File: config.mk
export PLATFORM = sky130hd
export DESIGN_NAME = fetch_top
export DESIGN_NICKNAME = d
export VERILOG_FILES = /design/src/verilog/fetch_pkg.sv /design/src/verilog/seq_num_gen.sv /design/src/verilog/fetch_unit.sv /design/src/verilog/inst_mem.sv /design/src/verilog/fetch_top.sv
export SDC_FILE = /design/constraint.sdc
export NUM_CORES = 1
export LEC_CHECK = 0
export BUFFER_PORTS_ARGS = -buffer_cell sky130_fd_sc_hd__clkbuf_2
export CAP_MARGIN = 20
export CORE_MARGIN = 2
export CORE_UTILIZATION = 50
export CTS_CLUSTER_SIZE = 10
export DETAILED_ROUTE_END_ITERATION = 7
export GPL_ROUTABILITY_DRIVEN = 1
export HOLD_SLACK_MARGIN = 0.05
export PLACE_DENSITY = 0.69
export SLEW_MARGIN = 5
export SYNTH_ARGS = -nofsm -noshare
export SYNTH_HDL_FRONTEND = slang
export SYNTH_HIERARCHICAL = 1
export SYNTH_SLANG_ARGS = --single-unit
File: constraint.sdc
create_clock -name clk -period 5.7 [get_ports clk]
set_input_delay 0.57 -clock clk [delete_from_list [all_inputs] [get_ports clk]]
set_output_delay 0.57 -clock clk [all_outputs]
set_load 0.005 [all_outputs]
File: src/inst_mem.hex
// One 32-bit instruction word per line, word index 0 to 31 in order
00FF0013
01FE0113
02FD0213
03FC0313
04FB0413
05FA0513
06F90613
07F80713
08F70813
09F60913
0AF50A13
0BF40B13
0CF30C13
0DF20D13
0EF10E13
0FF00F13
10EF1013
11EE1113
12ED1213
13EC1313
14EB1413
15EA1513
16E91613
17E81713
18E71813
19E61913
1AE51A13
1BE41B13
1CE31C13
1DE21D13
1EE11E13
1FE01F13

File: src/verilog/fetch_pkg.sv
//------------------------------
// Shared constants and message types for the fetch subsystem
// Word addressed memory of MEM_WORDS words, index from addr[6:2]
// NUM_SEQ must be a power of two and equal 2**SEQ_NUM_BITS
//------------------------------

package fetch_pkg;

  //------------------------------
  // Fetch parameters
  //------------------------------

  // First fetch address after reset
  localparam logic [31:0] RST_ADDR = 32'h0000_0200;

  // Outstanding memory reads
  localparam int MAX_IN_FLIGHT = 4;
  localparam int INFLIGHT_BITS = 3;

  // Edge of acceptance to earliest response
  localparam int MEM_LATENCY = 2;

  // ROM depth, wraps every 128 bytes
  localparam int MEM_WORDS = 32;

  //------------------------------
  // Sequence numbers
  //------------------------------

  localparam int SEQ_NUM_BITS  = 4;
  localparam int NUM_SEQ       = 16;
  localparam int RECLAIM_WIDTH = 2;

  //------------------------------
  // Message types
  //------------------------------

  // Read request, no write data
  typedef struct packed {
    logic [31:0] addr;
  } mem_req_t;

  // Read response, echoes the request address
  typedef struct packed {
    logic [31:0] addr;
    logic [31:0] data;
  } mem_resp_t;

  // Fetch to decode
  typedef struct packed {
    logic [31:0]             pc;
    logic [31:0]             inst;
    logic [SEQ_NUM_BITS-1:0] seq_num;
  } f_d_msg_t;

  // One retired instruction
  typedef struct packed {
    logic                    val;
    logic [SEQ_NUM_BITS-1:0] seq_num;
  } commit_lane_t;

  // Lanes fill from index 0
  typedef commit_lane_t [RECLAIM_WIDTH-1:0] commit_notif_t;

endpackage

File: src/verilog/seq_num_gen.sv
//------------------------------
// Circular sequence number allocator
// Commits must retire numbers in allocation order
// Only the count of valid lanes is used on reclaim
//------------------------------

`timescale 1ns/1ns

module seq_num_gen import fetch_pkg::*; (
  input  logic                    clk,
  input  logic                    rst,

  // Allocation side
  input  logic                    alloc_rdy,
  output logic                    alloc_val,
  output logic [SEQ_NUM_BITS-1:0] alloc_seq_num,

  // Retirement side, no backpressure
  input  commit_notif_t           commit
);

  //------------------------------
  // State
  //------------------------------

  // Next number to hand out
  logic [SEQ_NUM_BITS-1:0] head;

  // Numbers handed out and not yet retired, 0..NUM_SEQ
  logic [SEQ_NUM_BITS:0]   num_out;
  logic [SEQ_NUM_BITS:0]   num_out_next;

  logic                    alloc_xfer;
  logic [SEQ_NUM_BITS:0]   reclaim_cnt;

  //------------------------------
  // Allocation
  //------------------------------

  // Free while not every number is outstanding
  assign alloc_val     = (num_out < (SEQ_NUM_BITS+1)'(NUM_SEQ));
  assign alloc_seq_num = head;
  assign alloc_xfer    = alloc_val & alloc_rdy;

  // Head wraps modulo NUM_SEQ
  always_ff @(posedge clk) begin
    if (rst) begin
      head <= '0;
    end else if (alloc_xfer) begin
      head <= head + SEQ_NUM_BITS'(1);
    end
  end

  //------------------------------
  // Reclaim
  //------------------------------

  // Count valid lanes; order is trusted
  always_comb begin
    reclaim_cnt = '0;
    for (int i = 0; i < RECLAIM_WIDTH; i++) begin
      reclaim_cnt = reclaim_cnt + (SEQ_NUM_BITS+1)'(commit[i].val);
    end
  end

  // Allocate and reclaim fold into one update
  always_comb begin
    num_out_next = num_out + (SEQ_NUM_BITS+1)'(alloc_xfer) - reclaim_cnt;
  end

  // Reclaimed numbers free up at the next edge
  always_ff @(posedge clk) begin
    if (rst) begin
      num_out <= '0;
    end else begin
      num_out <= num_out_next;
    end
  end

endmodule

File: src/verilog/fetch_unit.sv
//------------------------------
// Sequential fetch with an increment-only PC
// At most MAX_IN_FLIGHT reads outstanding
// Decode path is combinational from the memory response
//------------------------------

`timescale 1ns/1ns

module fetch_unit import fetch_pkg::*; (
  input  logic          clk,
  input  logic          rst,

  // Memory request
  output logic          mem_req_val,
  input  logic          mem_req_rdy,
  output mem_req_t      mem_req,

  // Memory response
  input  logic          mem_resp_val,
  output logic          mem_resp_rdy,
  input  mem_resp_t     mem_resp,

  // To decode
  output logic          d_val,
  input  logic          d_rdy,
  output f_d_msg_t      d_msg,

  // From commit
  input  commit_notif_t commit
);

  //------------------------------
  // Request side
  //------------------------------

  logic                     req_xfer;
  logic                     resp_xfer;
  logic [INFLIGHT_BITS-1:0] num_in_flight;
  logic [31:0]              pc;

  assign req_xfer  = mem_req_val & mem_req_rdy;
  assign resp_xfer = mem_resp_val & mem_resp_rdy;

  // Reads outstanding between request and response transfer
  always_ff @(posedge clk) begin
    if (rst) begin
      num_in_flight <= '0;
    end else if (req_xfer && !resp_xfer) begin
      num_in_flight <= num_in_flight + INFLIGHT_BITS'(1);
    end else if (resp_xfer && !req_xfer) begin
      num_in_flight <= num_in_flight - INFLIGHT_BITS'(1);
    end
  end

  // Next word address
  always_ff @(posedge clk) begin
    if (rst) begin
      pc <= RST_ADDR;
    end else if (req_xfer) begin
      pc <= pc + 32'd4;
    end
  end

  // First request goes out in the first cycle after reset
  assign mem_req_val  = !rst && (num_in_flight < INFLIGHT_BITS'(MAX_IN_FLIGHT));
  assign mem_req.addr = pc;

  //------------------------------
  // Response side
  //------------------------------

  logic                    alloc_val;
  logic                    alloc_rdy;
  logic [SEQ_NUM_BITS-1:0] alloc_seq_num;

  // Allocate only when the instruction is actually leaving
  assign alloc_rdy = d_rdy & mem_resp_val;

  // No free number stalls both decode and the memory queue
  assign d_val        = mem_resp_val & alloc_val;
  assign mem_resp_rdy = d_rdy & alloc_val;

  always_comb begin
    d_msg.pc      = mem_resp.addr;
    d_msg.inst    = mem_resp.data;
    d_msg.seq_num = alloc_seq_num;
  end

  seq_num_gen i_seq_num_gen (
    .clk           (clk),
    .rst           (rst),
    .alloc_rdy     (alloc_rdy),
    .alloc_val     (alloc_val),
    .alloc_seq_num (alloc_seq_num),
    .commit        (commit)
  );

endmodule

File: src/verilog/inst_mem.sv
//------------------------------
// Read-only instruction memory, image from inst_mem.hex in the run dir
// Index is addr[6:2], upper address bits are ignored
// Queue never overflows if the client keeps MAX_IN_FLIGHT reads
//------------------------------

`timescale 1ns/1ns

module inst_mem import fetch_pkg::*; (
  input  logic      clk,
  input  logic      rst,

  // Request port
  input  logic      req_val,
  output logic      req_rdy,
  input  mem_req_t  req,

  // Response port, in request order
  output logic      resp_val,
  input  logic      resp_rdy,
  output mem_resp_t resp
);

  //------------------------------
  // ROM
  //------------------------------

  logic [31:0] rom [MEM_WORDS];

  initial begin
    $readmemh("/design/src/inst_mem.hex", rom);
  end

  //------------------------------
  // Latency pipeline
  //------------------------------

  logic                   req_xfer;
  logic [MEM_LATENCY-1:0] pipe_val;
  mem_resp_t              pipe_data [MEM_LATENCY];

  assign req_xfer = req_val & req_rdy;

  // Valid bits reset, payload just follows
  always_ff @(posedge clk) begin
    if (rst) begin
      pipe_val <= '0;
    end else begin
      pipe_val[0] <= req_xfer;
      for (int i = 1; i < MEM_LATENCY; i++) begin
        pipe_val[i] <= pipe_val[i-1];
      end
    end
  end

  // Word read at acceptance
  always_ff @(posedge clk) begin
    pipe_data[0].addr <= req.addr;
    pipe_data[0].data <= rom[req.addr[6:2]];
    for (int i = 1; i < MEM_LATENCY; i++) begin
      pipe_data[i] <= pipe_data[i-1];
    end
  end

  //------------------------------
  // Response queue
  //------------------------------

  mem_resp_t                q [MAX_IN_FLIGHT];
  logic [INFLIGHT_BITS-2:0] wr_ptr;
  logic [INFLIGHT_BITS-2:0] rd_ptr;
  logic [INFLIGHT_BITS-1:0] q_cnt;
  logic                     q_wr;
  logic                     q_rd;

  assign q_wr = pipe_val[MEM_LATENCY-1];
  assign q_rd = resp_val & resp_rdy;

  // Pointers wrap with the power of two depth
  always_ff @(posedge clk) begin
    if (rst) begin
      wr_ptr <= '0;
      rd_ptr <= '0;
      q_cnt  <= '0;
    end else begin
      if (q_wr) wr_ptr <= wr_ptr + (INFLIGHT_BITS-1)'(1);
      if (q_rd) rd_ptr <= rd_ptr + (INFLIGHT_BITS-1)'(1);
      q_cnt <= q_cnt + INFLIGHT_BITS'(q_wr) - INFLIGHT_BITS'(q_rd);
    end
  end

  always_ff @(posedge clk) begin
    if (q_wr) begin
      q[wr_ptr] <= pipe_data[MEM_LATENCY-1];
    end
  end

  // Stalled head stays put until taken
  assign req_rdy  = (q_cnt != INFLIGHT_BITS'(MAX_IN_FLIGHT));
  assign resp_val = (q_cnt != '0);
  assign resp     = q[rd_ptr];

endmodule

File: src/verilog/fetch_top.sv
//------------------------------
// Fetch unit joined to the instruction memory
// Decode and commit ports come from outside
//------------------------------

`timescale 1ns/1ns

module fetch_top import fetch_pkg::*; (
  input  logic          clk,
  input  logic          rst,

  // Decode port
  output logic          d_val,
  input  logic          d_rdy,
  output f_d_msg_t      d_msg,

  // Retirement notices
  input  commit_notif_t commit
);

  // Memory request and response wires
  logic      mem_req_val;
  logic      mem_req_rdy;
  mem_req_t  mem_req;
  logic      mem_resp_val;
  logic      mem_resp_rdy;
  mem_resp_t mem_resp;

  fetch_unit i_fetch_unit (
    .clk          (clk),
    .rst          (rst),
    .mem_req_val  (mem_req_val),
    .mem_req_rdy  (mem_req_rdy),
    .mem_req      (mem_req),
    .mem_resp_val (mem_resp_val),
    .mem_resp_rdy (mem_resp_rdy),
    .mem_resp     (mem_resp),
    .d_val        (d_val),
    .d_rdy        (d_rdy),
    .d_msg        (d_msg),
    .commit       (commit)
  );

  inst_mem i_inst_mem (
    .clk      (clk),
    .rst      (rst),
    .req_val  (mem_req_val),
    .req_rdy  (mem_req_rdy),
    .req      (mem_req),
    .resp_val (mem_resp_val),
    .resp_rdy (mem_resp_rdy),
    .resp     (mem_resp)
  );

endmodule

==> metrics.md, run 1 <==
| Metric | Value |
|---|---|
| Core area | `~0.019 mm^2` |
| Sequential fraction of the synthesis area | `0.659` |
| CTS Sinks | `~250` |
| Synthesized flop and latch total | `245` |
| Leading cell types in the layout, fill and taps excluded | `edfxtp_1 (128), dfxtp_1 (116), clkbuf_2 (41)` |
| Share of cells above drive strength 1 | `0.194` |
| Outcome | `finished, final reports clean` |
| Final hold violations | `0` |
| Post-route minimum period | `a little under 3 ns` |
| Period utilisation layout | `0.511` |
| Clk pin slew, worst setup/hold paths | `0.06 ns` |
| Ys async rst share | `0` |
| Min-delay worst type | `register to register` |
| Post-synth EDFFs | `~130` |
| CP max FO | `17` |
| Unrepaired setup endpoints after global routing | `no` |
| Via Count | `4447` |
| DPL Wire Length | `between 8000 and 9000 um` |
| Die X | `141 um` |
| Synth Cell Area | `0.00939 mm^2` |
| CTS resizes | `0` |
| Critical path class | `register to output pin` |
| Number of global-route vias before repair | `between 4k and 5k` |
| Overall power | `4.13 mW` |
| Startpoint Class | `register` |
| Ant diodes | `0` |
| Initial antenna violation count | `0` |
| Kind of end point of the critical path | `output pin` |
| Final hold slack | `0.319 ns` |
| Cells after synthesis | `631` |
| Clk_skew | `0.00946 ns` |
| Crit-path cells | `buf_4 > mux4_2 > clkbuf_2` |
| PortBufs | `41` |
| GPL Wtd Cong | `about 0.75` |
| WP buf/inv | `2` |
| Hold buffer count at cts | `0` |
| Starting density of the core | `0.505` |
| Slew @ Worst Pin | `0.876 ns` |
| Drt drc | `0` |
| Initial DRC Count | `227` |
| Main area contributors after synthesis | `edfxtp_1 (41%), dfxtp_1 (25%), buf_4 (8.0%), mux4_2 (7.2%), ha_1 (1.9%)` |
| Yosys cell types | `45` |
| Global-route wire length before repair | `22500 um` |
| Fmax | `around 0.34 GHz` |
| Crit path DAT | `between 2 and 2.5 ns` |
| DR pass1 iterations | `4` |
| Root Buffer | `clkbuf_16` |
| Die Y | `141 um` |
| Post-Route WL | `13800 um` |
| Num rows | `50` |
| Power Dens Cells | `414 mW/mm^2` |
| Peak supply drop | `0.176 mV` |
| Max_cap viols | `0` |
| Die area | `roughly 0.020 mm^2` |
| Clock Tree Buf Depth | `3` |
| Leakage | `3.54 nW` |
| Syn avg cell area | `roughly 15 um^2` |
| Worst skew pair latency | `0.51 ns` |
| Largest delay contributor family on the critical path | `flip-flops` |
| Slowest Stage Delay on Critical Path | `0.88 ns` |
| Worst rel slew slack | `0.415` |
| GRT Overall Usage | `0.141` |
| Fillers | `1456` |
| Pins Over Slew Limit | `0` |
| Largest net degree at the start of global routing | `68` |
| Area Growth Syn to Fin | `6.37%` |
| Commonest non-fill, non-tap cell in the layout | `edfxtp_1` |
| Worst path slowest cell | `dfxtp_1` |
| Routed WL per cell | `15.7 um` |
| Vias per cell | `5.06` |
| Share of the synthesized area in the top cell type | `0.409` |
| Final #Nets | `~660` |
| Routed Antenna Nets | `0` |
| Top Ports | `between 80 and 90` |
| Syn. warnings | `6` |
| Yosys top cell by area | `edfxtp_1` |
| Grt total ovfl | `0` |
| Synth Flop Type | `edfxtp_1` |
| Clock buffer count from CTS | `28` |
| Total setup buffers inserted after CTS | `0` |
| Total negative slack | `0 ns` |
| Final Core Density | `0.537` |
| H-tree Lvls | `1` |
| CP required | `5.13 ns` |
| # setup viols final | `0` |
| CTS tree | `done` |
[Yosys cell counts (6+ instances only)]
master / instances
clkbuf_1: 8
buf_4: 100
nor3_1: 6
mux2_2: 11
nand2_1: 16
inv_1: 22
mux4_2: 30
nor2b_1: 14
nand3_1: 13
dfxtp_1: 117
xor2_1: 9
and2_1: 7
a21oi_1: 16
or4_1: 7
o21ai_0: 7
xnor2_1: 7
edfxtp_1: 128
nor2_1: 34
ha_1: 14
o31ai_1: 6
or3_1: 6
[registers in the layout, summed over array words and instances (netlist names), named ones only]
signal and cells:
i_inst_mem/q_cnt 3, i_inst_mem/pipe_data 64, i_fetch_unit/i_seq_num_gen/alloc_seq_num 4, i_fetch_unit/num_in_flight 3
i_inst_mem/pipe_val 2, i_inst_mem/q 128, i_fetch_unit/mem_req 30, i_inst_mem/wr_ptr 2
i_fetch_unit/i_seq_num_gen/num_out 5, i_inst_mem/rd_ptr 2
[per-layer routing]
metal | part of all wire | track usage | up-vias
li1 | - | - | 2118
met1 | 0.43 | 0.172 | 2213
met2 | 0.51 | 0.254 | 96
met5 | 0 | 0 | -
met4 | 0.017 | 0.0447 | 0
met3 | 0.041 | 0.0262 | 20
[report_power, final]
part           total [mW]  switching [mW]  internal (mW)
clock network        1.55           0.613          0.941
logic               0.574           0.267          0.307
registers            2.00          0.0613           1.94
total                4.13           0.941           3.19
[cell type report]
class / instances / area (um^2) / area share
well taps: 234 / 293 / 0.0293
repair buffers: 48 / 258 / 0.0258
clock inverters: 1 / 5.00 / 0.000501
clock buffers: 50 / 805 / 0.0806
flip-flops and latches: 245 / 6190 / 0.620
multi-input cells: 279 / 2360 / 0.236
inverters: 22 / 82.6 / 0.00827
[worst reg2reg max path: cells and delay by family (launching register included)]
kind	cells	cell delay (ns)
simple gates	4	1.16
buf+inv	1	0.06
xor+xnor	1	0.16
flops	1	0.45
fa+ha+maj	2	0.69
compound gates	1	0.15
[metrics by stage]
step | cell area, um^2 | instances | worst slack (ns)
3_3_place_gp | 9180 | 828 | 2.69
6_report | 9990 | 879 | 2.79
2_1_floorplan | 9510 | 663 | 3.11
3_5_place_dp | 9180 | 828 | 2.61
4_1_cts | 9990 | 879 | 2.71
5_1_grt | 9990 | 879 | 2.65
[kinds of logic after synthesis]
group / synth area share
other: 0.000800
adders and majority gates: 0.0272
and+or+nand+nor: 0.0778
AOI/OAI and AO/OA: 0.0197
muxes: 0.0953
DFF: 0.659
buffers and inverters: 0.103
xor gates and xnor gates: 0.0173
[worst paths after layout]
path | cells after the start | to | startpoint | slack [ns]
setup / recovery | 3 | d_msg[46] | register | 2.79
hold / removal | 0 | i_inst_mem/pipe_data[0][90] | i_inst_mem/pipe_data[0][26] | 0.32
setup reg to reg | 9 | i_fetch_unit/num_in_flight[2] | i_inst_mem/q_cnt[1] | 2.96
hold reg to reg | 0 | i_inst_mem/pipe_data[0][90] | i_inst_mem/pipe_data[0][26] | 0.32
No activity file was read; power rests on OpenSTA's default activity.
==> run 2: changes to the inputs <==
ABC_AREA = 1   (was unset)
PLACE_DENSITY = 0.71   (was 0.69)
clock period = 2.6 ns   (was 5.7 ns; I/O delays follow)
==> run 2 against run 1 <==
Combinational power up 150%. Largest power group unchanged. Non-clock buffer count unchanged. Critical endpoint is now d_msg[54]. Die area up 3.5%. Utilization up 0.074 points. Clock power up 120%. Final cell count up 33%. Sequential cell count unchanged. First-iteration DRC count up 22%. Largest cell class unchanged. Register-to-register slack worse by 2.5 ns. Via count up 25%. Critical path depth up 1. Routed wire length up 10%.
==> metrics.md, run 2 <==
| Metric | Value |
|---|---|
| Outcome | `finished, final reports clean` |
| Critical path class | `register to output pin` |
| Core area | `0.0193 mm^2` |
| GRT Overall Usage | `0.147` |
| CP required | `2.34 ns` |
| Leakage | `3.97 nW` |
| Routed Antenna Nets | `0` |
| Vias per cell | `roughly 4.7` |
| Post-synth EDFFs | `128` |
| Drt drc | `0` |
| Pins Over Slew Limit | `0` |
| Die Y | `144 um` |
| NetSw | `2.40 mW` |
| Initial DRC Count | `277` |
| Slew @ Worst Pin | `0.698 ns` |
| CTS resizes | `0` |
| Unrepaired setup endpoints after global routing | `no` |
| Global-route wire length before repair | `24300 um` |
| Max_cap viols | `0` |
| Synth cell count leaders | `nor2_1 (134), edfxtp_1 (128), dfxtp_1 (117), buf_4 (101), nand2_1 (91)` |
| PortBufs | `41` |
| Multiplexer share of the synthesized area | `0` |
| # setup viols final | `0` |
| Synthesized flop and latch total | `245` |
| Cells after synthesis | `between 800 and 900` |
| Clk pin slew, worst setup/hold paths | `0.05 ns` |
| Hold buffer count at cts | `0` |
| Number of flip-flops in the largest register | `128` |
| Fmax | `between 0.4 and 0.5 GHz` |
| Share of the synthesized area in the top cell type | `0.395` |
| R2R Setup Slk | `about 0.47 ns` |
| Synth Area in Compound Gates | `0.0748` |
| Largest net degree at the start of global routing | `65` |
| Num rows | `51` |
| Syn. warnings | `6` |
| Yosys cell types | `35` |
| Peak supply drop | `0.479 mV` |
| Kind of end point of the critical path | `output pin` |
| Area Growth Syn to Fin | `6.58%` |
| Largest register by flop count | `i_inst_mem/q` |
| Ant diodes | `0` |
| Total setup buffers inserted after CTS | `0` |
| Via Count | `approximately 5.5k` |
| DR pass1 iterations | `4` |
| Worst path slowest cell | `dfxtp_2` |
| Largest family of logic cells by synthesized area | `simple AND/OR/NAND/NOR gates` |
| Worst rel slew slack | `0.534` |
| Initial antenna violation count | `0` |
| Clock power frac | `0.372` |
| Root Buffer | `clkbuf_16` |
| Grt total ovfl | `0` |
| Clk_skew | `0.0239 ns` |
| Sequential power share | `0.474` |
| Post-Route WL | `15300 um` |
| P_int | `a little under 7 mW` |
| Dpl ws | `roughly 0.47 ns` |
| Main area contributors after synthesis | `edfxtp_1 (40%), dfxtp_1 (24%), buf_4 (7.8%), nor2_1 (5.2%), nand2_1 (3.5%)` |
| Final Core Density | `0.538` |
| Post-Synth XOR/XNOR Area | `0.00450` |
| Die X | `144 um` |
| Starting density of the core | `0.505` |
| Number of global-route vias before repair | `4925` |
| Clock buffer count from CTS | `29` |
| Ys async rst share | `0` |
| Syn avg cell area | `roughly 11 um^2` |
| GPL Wtd Cong | `0.792` |
| Post-route setup slack | `approximately 0.45 ns` |
| Logic pwr share | `0.154` |
| H-tree Lvls | `1` |
| Placed Cells | `1116` |
| Post-synthesis simple-gate area fraction | `0.135` |
| CTS Sinks | `245` |
| Overall power | `9.27 mW` |
| Final cell count without fillers | `1167` |
| DPL Wire Length | `about 9000 um` |
| Commonest non-fill, non-tap cell in the layout | `nor2_1` |
| Post-route minimum period | `2.15 ns` |
| Total negative slack | `0 ns` |
| Routed WL per cell | `13.1 um` |
| Top Ports | `82` |
| Synth Flop Type | `edfxtp_1` |
| Period utilisation layout | `0.827` |
| Clock Tree Buf Depth | `3` |
| Startpoint Class | `register` |
| Worst skew pair latency | `between 0.5 and 0.6 ns` |
| Final #Nets | `around 910` |
| Synth Cell Area | `about 0.0097 mm^2` |
| CTS tree | `done` |
| R2r worst-path depth | `13` |
| Min-delay worst type | `primary input to register` |
| Final hold violations | `0` |
| Die area | `0.0206 mm^2` |
| Most frequent cell after synthesis | `nor2_1` |
| Sequential fraction of the synthesis area | `0.636` |
| Worst hold stages | `4` |
| Crit-path cells | `buf_12 > o21ai_0 > o22ai_1 > clkbuf_2` |
| Leading cell types in the layout, fill and taps excluded | `nor2_1 (134), edfxtp_1 (128), dfxtp_1 (116)` |
| Power Dens Cells | `894 mW/mm^2` |
| Share of cells above drive strength 1 | `0.131` |
| Yosys top cell by area | `edfxtp_1` |
| Slowest Stage Delay on Critical Path | `0.51 ns` |
| CP max FO | `55` |
| Post-Synth Adder-Cell Area | `0.0262` |
| Sw Share | `0.258` |
| Crit path DAT | `roughly 1.9 ns` |
[run 2: cell families (layout without fill, tap and decap cells)]
group | count (synthesis) | count (layout)
other cells | 2 | 34
compound gates | 136 | 136
fa+ha+maj | 18 | 18
xor+xnor | 5 | 5
simple gates | 290 | 290
buf+inv | 195 | 174
flops | 245 | 245
[run 2: critical path, delay by kind of cell (launching register included)]
kind                   cells  cell delay [ns]
DFF                        1             0.51
buffers and inverters      2             0.44
AOI/OAI and AO/OA          2             0.38
[run 2: metal layers]
metal	GRT usage	share of wire
met5	0	0
met4	0.0382	0.015
met2	0.261	0.50
met3	0.0230	0.041
met1	0.187	0.44
[run 2: worst paths after layout]
kind | start | end
worst max-delay path | register | d_msg[54]
worst min-delay path | rst | i_inst_mem/pipe_val[0]
worst max register to register | i_inst_mem/q_cnt[1] | i_fetch_unit/num_in_flight[2]
worst min register to register | i_inst_mem/pipe_data[0][14] | i_inst_mem/pipe_data[0][78]
[run 2: power by group through the flow]
stage / Sequential, mW / Clock [mW] / Combinational, mW
5_1_grt: 4.42 / 3.72 / 1.64
6_report: 4.40 / 3.45 / 1.43
3_5_place_dp: 4.48 / 0 / 1.45
2_1_floorplan: 4.43 / 0 / 1.42
4_1_cts: 4.40 / 3.54 / 1.45
3_3_place_gp: 4.47 / 0 / 1.40
[run 2: final cells by class]
type | count | area (um^2)
inverter | 75 | 289
fill | 1664 | 8900
sequential | 245 | 6190
timing repair buffer | 48 | 270
multi-input combinational | 483 | 2470
tap | 265 | 332
clock buffer | 47 | 793
clock inverter | 4 | 30.0
[run 2: metrics by stage]
step           hold slack (ns)  cell area, um^2
3_3_place_gp             0.310             9550
5_1_grt                 0.0736            10400
3_5_place_dp             0.312             9550
4_1_cts                 0.0520            10400
2_1_floorplan            0.310             9850
6_report                0.0663            10400
==> run 3: changes to the inputs <==
PLACE_DENSITY = 0.69   (was 0.71)
clock period = 2.02 ns   (was 2.6 ns; I/O delays follow)
==> run 3 against run 2 <==
Die area did not move. Utilization rose by 1.1 points. Sequential power rose by 29%. Count of clock-buffer cells in the layout rose by 3. Sequential share of layout area fell by 1.2 points. Routed wire length rose by 6.5%. Setup slack got worse by 0.33 ns. Hold slack improved by 0.039 ns. Power rose by 31%. Clock power rose by 27%. Final cell count rose by 1.1%.
==> metrics.md, run 3 (same netlist as run 2, synthesis figures left out) <==
| Metric | Value |
|---|---|
| PortBufs | `41` |
| WP buf/inv | `2` |
| Starting density of the core | `0.505` |
| Slowest Stage Delay on Critical Path | `0.51 ns` |
| Die X | `144 um` |
| Drt drc | `0` |
| Crit path DAT | `roughly 1.7 ns` |
| Number of flip-flops in the largest register | `about 130` |
| DPL Wire Length | `about 9500 um` |
| Top Ports | `82` |
| Area Growth Syn to Fin | `8.86%` |
| CTS tree | `done` |
| Clk_skew | `roughly 0.014 ns` |
| Die Y | `144 um` |
| Largest net degree at the start of global routing | `65` |
| Num rows | `51` |
| GRT Overall Usage | `0.154` |
| H-tree Lvls | `1` |
| Clock Tree Buf Depth | `3` |
| Max_cap viols | `0` |
| Clk pin slew, worst setup/hold paths | `0.05 ns` |
| Unrepaired setup endpoints after global routing | `yes` |
| # setup viols final | `0` |
| Final #Nets | `about 900` |
| Global-route wire length before repair | `25700 um` |
| Via Count | `5687` |
| Routed Antenna Nets | `0` |
| Vias per cell | `4.82` |
| Clock buffer count from CTS | `28` |
| Total negative slack | `0 ns` |
| DR pass1 iterations | `4` |
| Leading cell types in the layout, fill and taps excluded | `nor2_1 (133), edfxtp_1 (128), dfxtp_1 (115)` |
| CP max FO | `8` |
| Initial DRC Count | `between 200 and 300` |
| Leakage | `just over 4 nW` |
| Crit-path cells | `buf_2 > o21ai_0 > o22ai_1 > clkbuf_2` |
| GPL Wtd Cong | `0.808` |
| Routed WL per cell | `13.8 um` |
| Post-route minimum period | `1.90 ns` |
| Pins Over Slew Limit | `0` |
| Worst path slowest cell | `dfxtp_4` |
| Worst skew pair latency | `roughly 0.52 ns` |
| Core area | `just under 0.02 mm^2` |
| Ant diodes | `0` |
| CP required | `1.82 ns` |
| Startpoint Class | `register` |
| Post-Route WL | `16300 um` |
| Share of cells above drive strength 1 | `0.142` |
| Critical path class | `register to output pin` |
| Peak supply drop | `0.596 mV` |
| Largest register by flop count | `i_inst_mem/q` |
| Root Buffer | `clkbuf_16` |
| Final cell count without fillers | `1180` |
| Commonest non-fill, non-tap cell in the layout | `nor2_1` |
| Largest delay contributor family on the critical path | `flip-flops` |
| Outcome | `finished, final reports clean` |
| Kind of end point of the critical path | `output pin` |
| Final Core Density | `0.550` |
| Initial antenna violation count | `0` |
| Power Dens Cells | `1150 mW/mm^2` |
| Min-delay worst type | `primary input to register` |
| Die area | `0.0206 mm^2` |
| Final hold violations | `0` |
| CTS Sinks | `around 250` |
| Placed Cells | `around 1.1k` |
| Number of global-route vias before repair | `5482` |
| Period utilisation layout | `0.942` |
| Fmax | `0.525 GHz` |
| Grt total ovfl | `0` |
-- run 3: worst reg2reg max path, stage by stage, from the launching register on --
cell and delay, ns:
dfxtp_1 0.31, fa_1 0.35, inv_1 0.07, ha_1 0.22
inv_1 0.06, ha_1 0.16, inv_1 0.05, fa_1 0.38
o21ai_1 0.15, a21oi_1 0.05
-- run 3: metrics by stage --
stage                     total power [mW]  cell area (um^2)  setup slack, ns  hold slack (ns)
after floorplan                       7.54              9850            0.101            0.269
after global placement                7.66              9680           0.0773            0.312
after detailed placement              7.72              9680           0.0304            0.312
after CTS                             12.1             10500           0.0380           0.0915
after global routing                  12.8             10600         -0.00909            0.161
final                                 12.1             10600            0.116            0.106
-- run 3: cell type report --
cell class | instances | area, um^2
repair buffers | 61 | 485
well taps | 265 | 332
fillers | 1646 | 8680
flip-flops and latches | 245 | 6190
clock inverters | 1 | 5.00
inverters | 75 | 298
clock buffers | 50 | 805
multi-input cells | 483 | 2470
-- run 3: timing repair --
item	CTS	global route
hold endpoints to repair	1	0
hold buffers	1	0
gates resized for setup	1	10
gates cloned	0	2
pin swaps	0	1
setup endpoints to repair	8	10
buffers inserted	0	2
-- run 3: metal layers --
| layer | vias up | GRT usage | wire (um) |
|---|---|---|---|
| li1 | 2869 | - | - |
| met1 | 2690 | 0.192 | 7310 |
| met2 | 112 | 0.275 | 8010 |
| met3 | 16 | 0.0283 | 733 |
| met4 | 0 | 0.0433 | 212 |
| met5 | - | 0 | 0 |
-- run 3: power by group --
part           internal, mW  switching (mW)  total [mW]
clock                  2.66            1.74        4.39
sequential             5.48           0.201        5.68
combinational         0.875            1.20        2.07
total                  9.01            3.14        12.1
-- run 3: path summary, 6_finish.rpt --
kind | startpoint | end | cells after the start | slack [ns]
min reg2reg | i_inst_mem/pipe_data[0][28] | i_inst_mem/pipe_data[0][92] | 0 | 0.32
max | register | d_msg[45] | 4 | 0.12
max reg2reg | i_fetch_unit/i_seq_num_gen/num_out[0] | i_fetch_unit/i_seq_num_gen/num_out[3] | 9 | 0.12
min | d_rdy | i_fetch_unit/i_seq_num_gen/alloc_seq_num[0] | 6 | 0.11
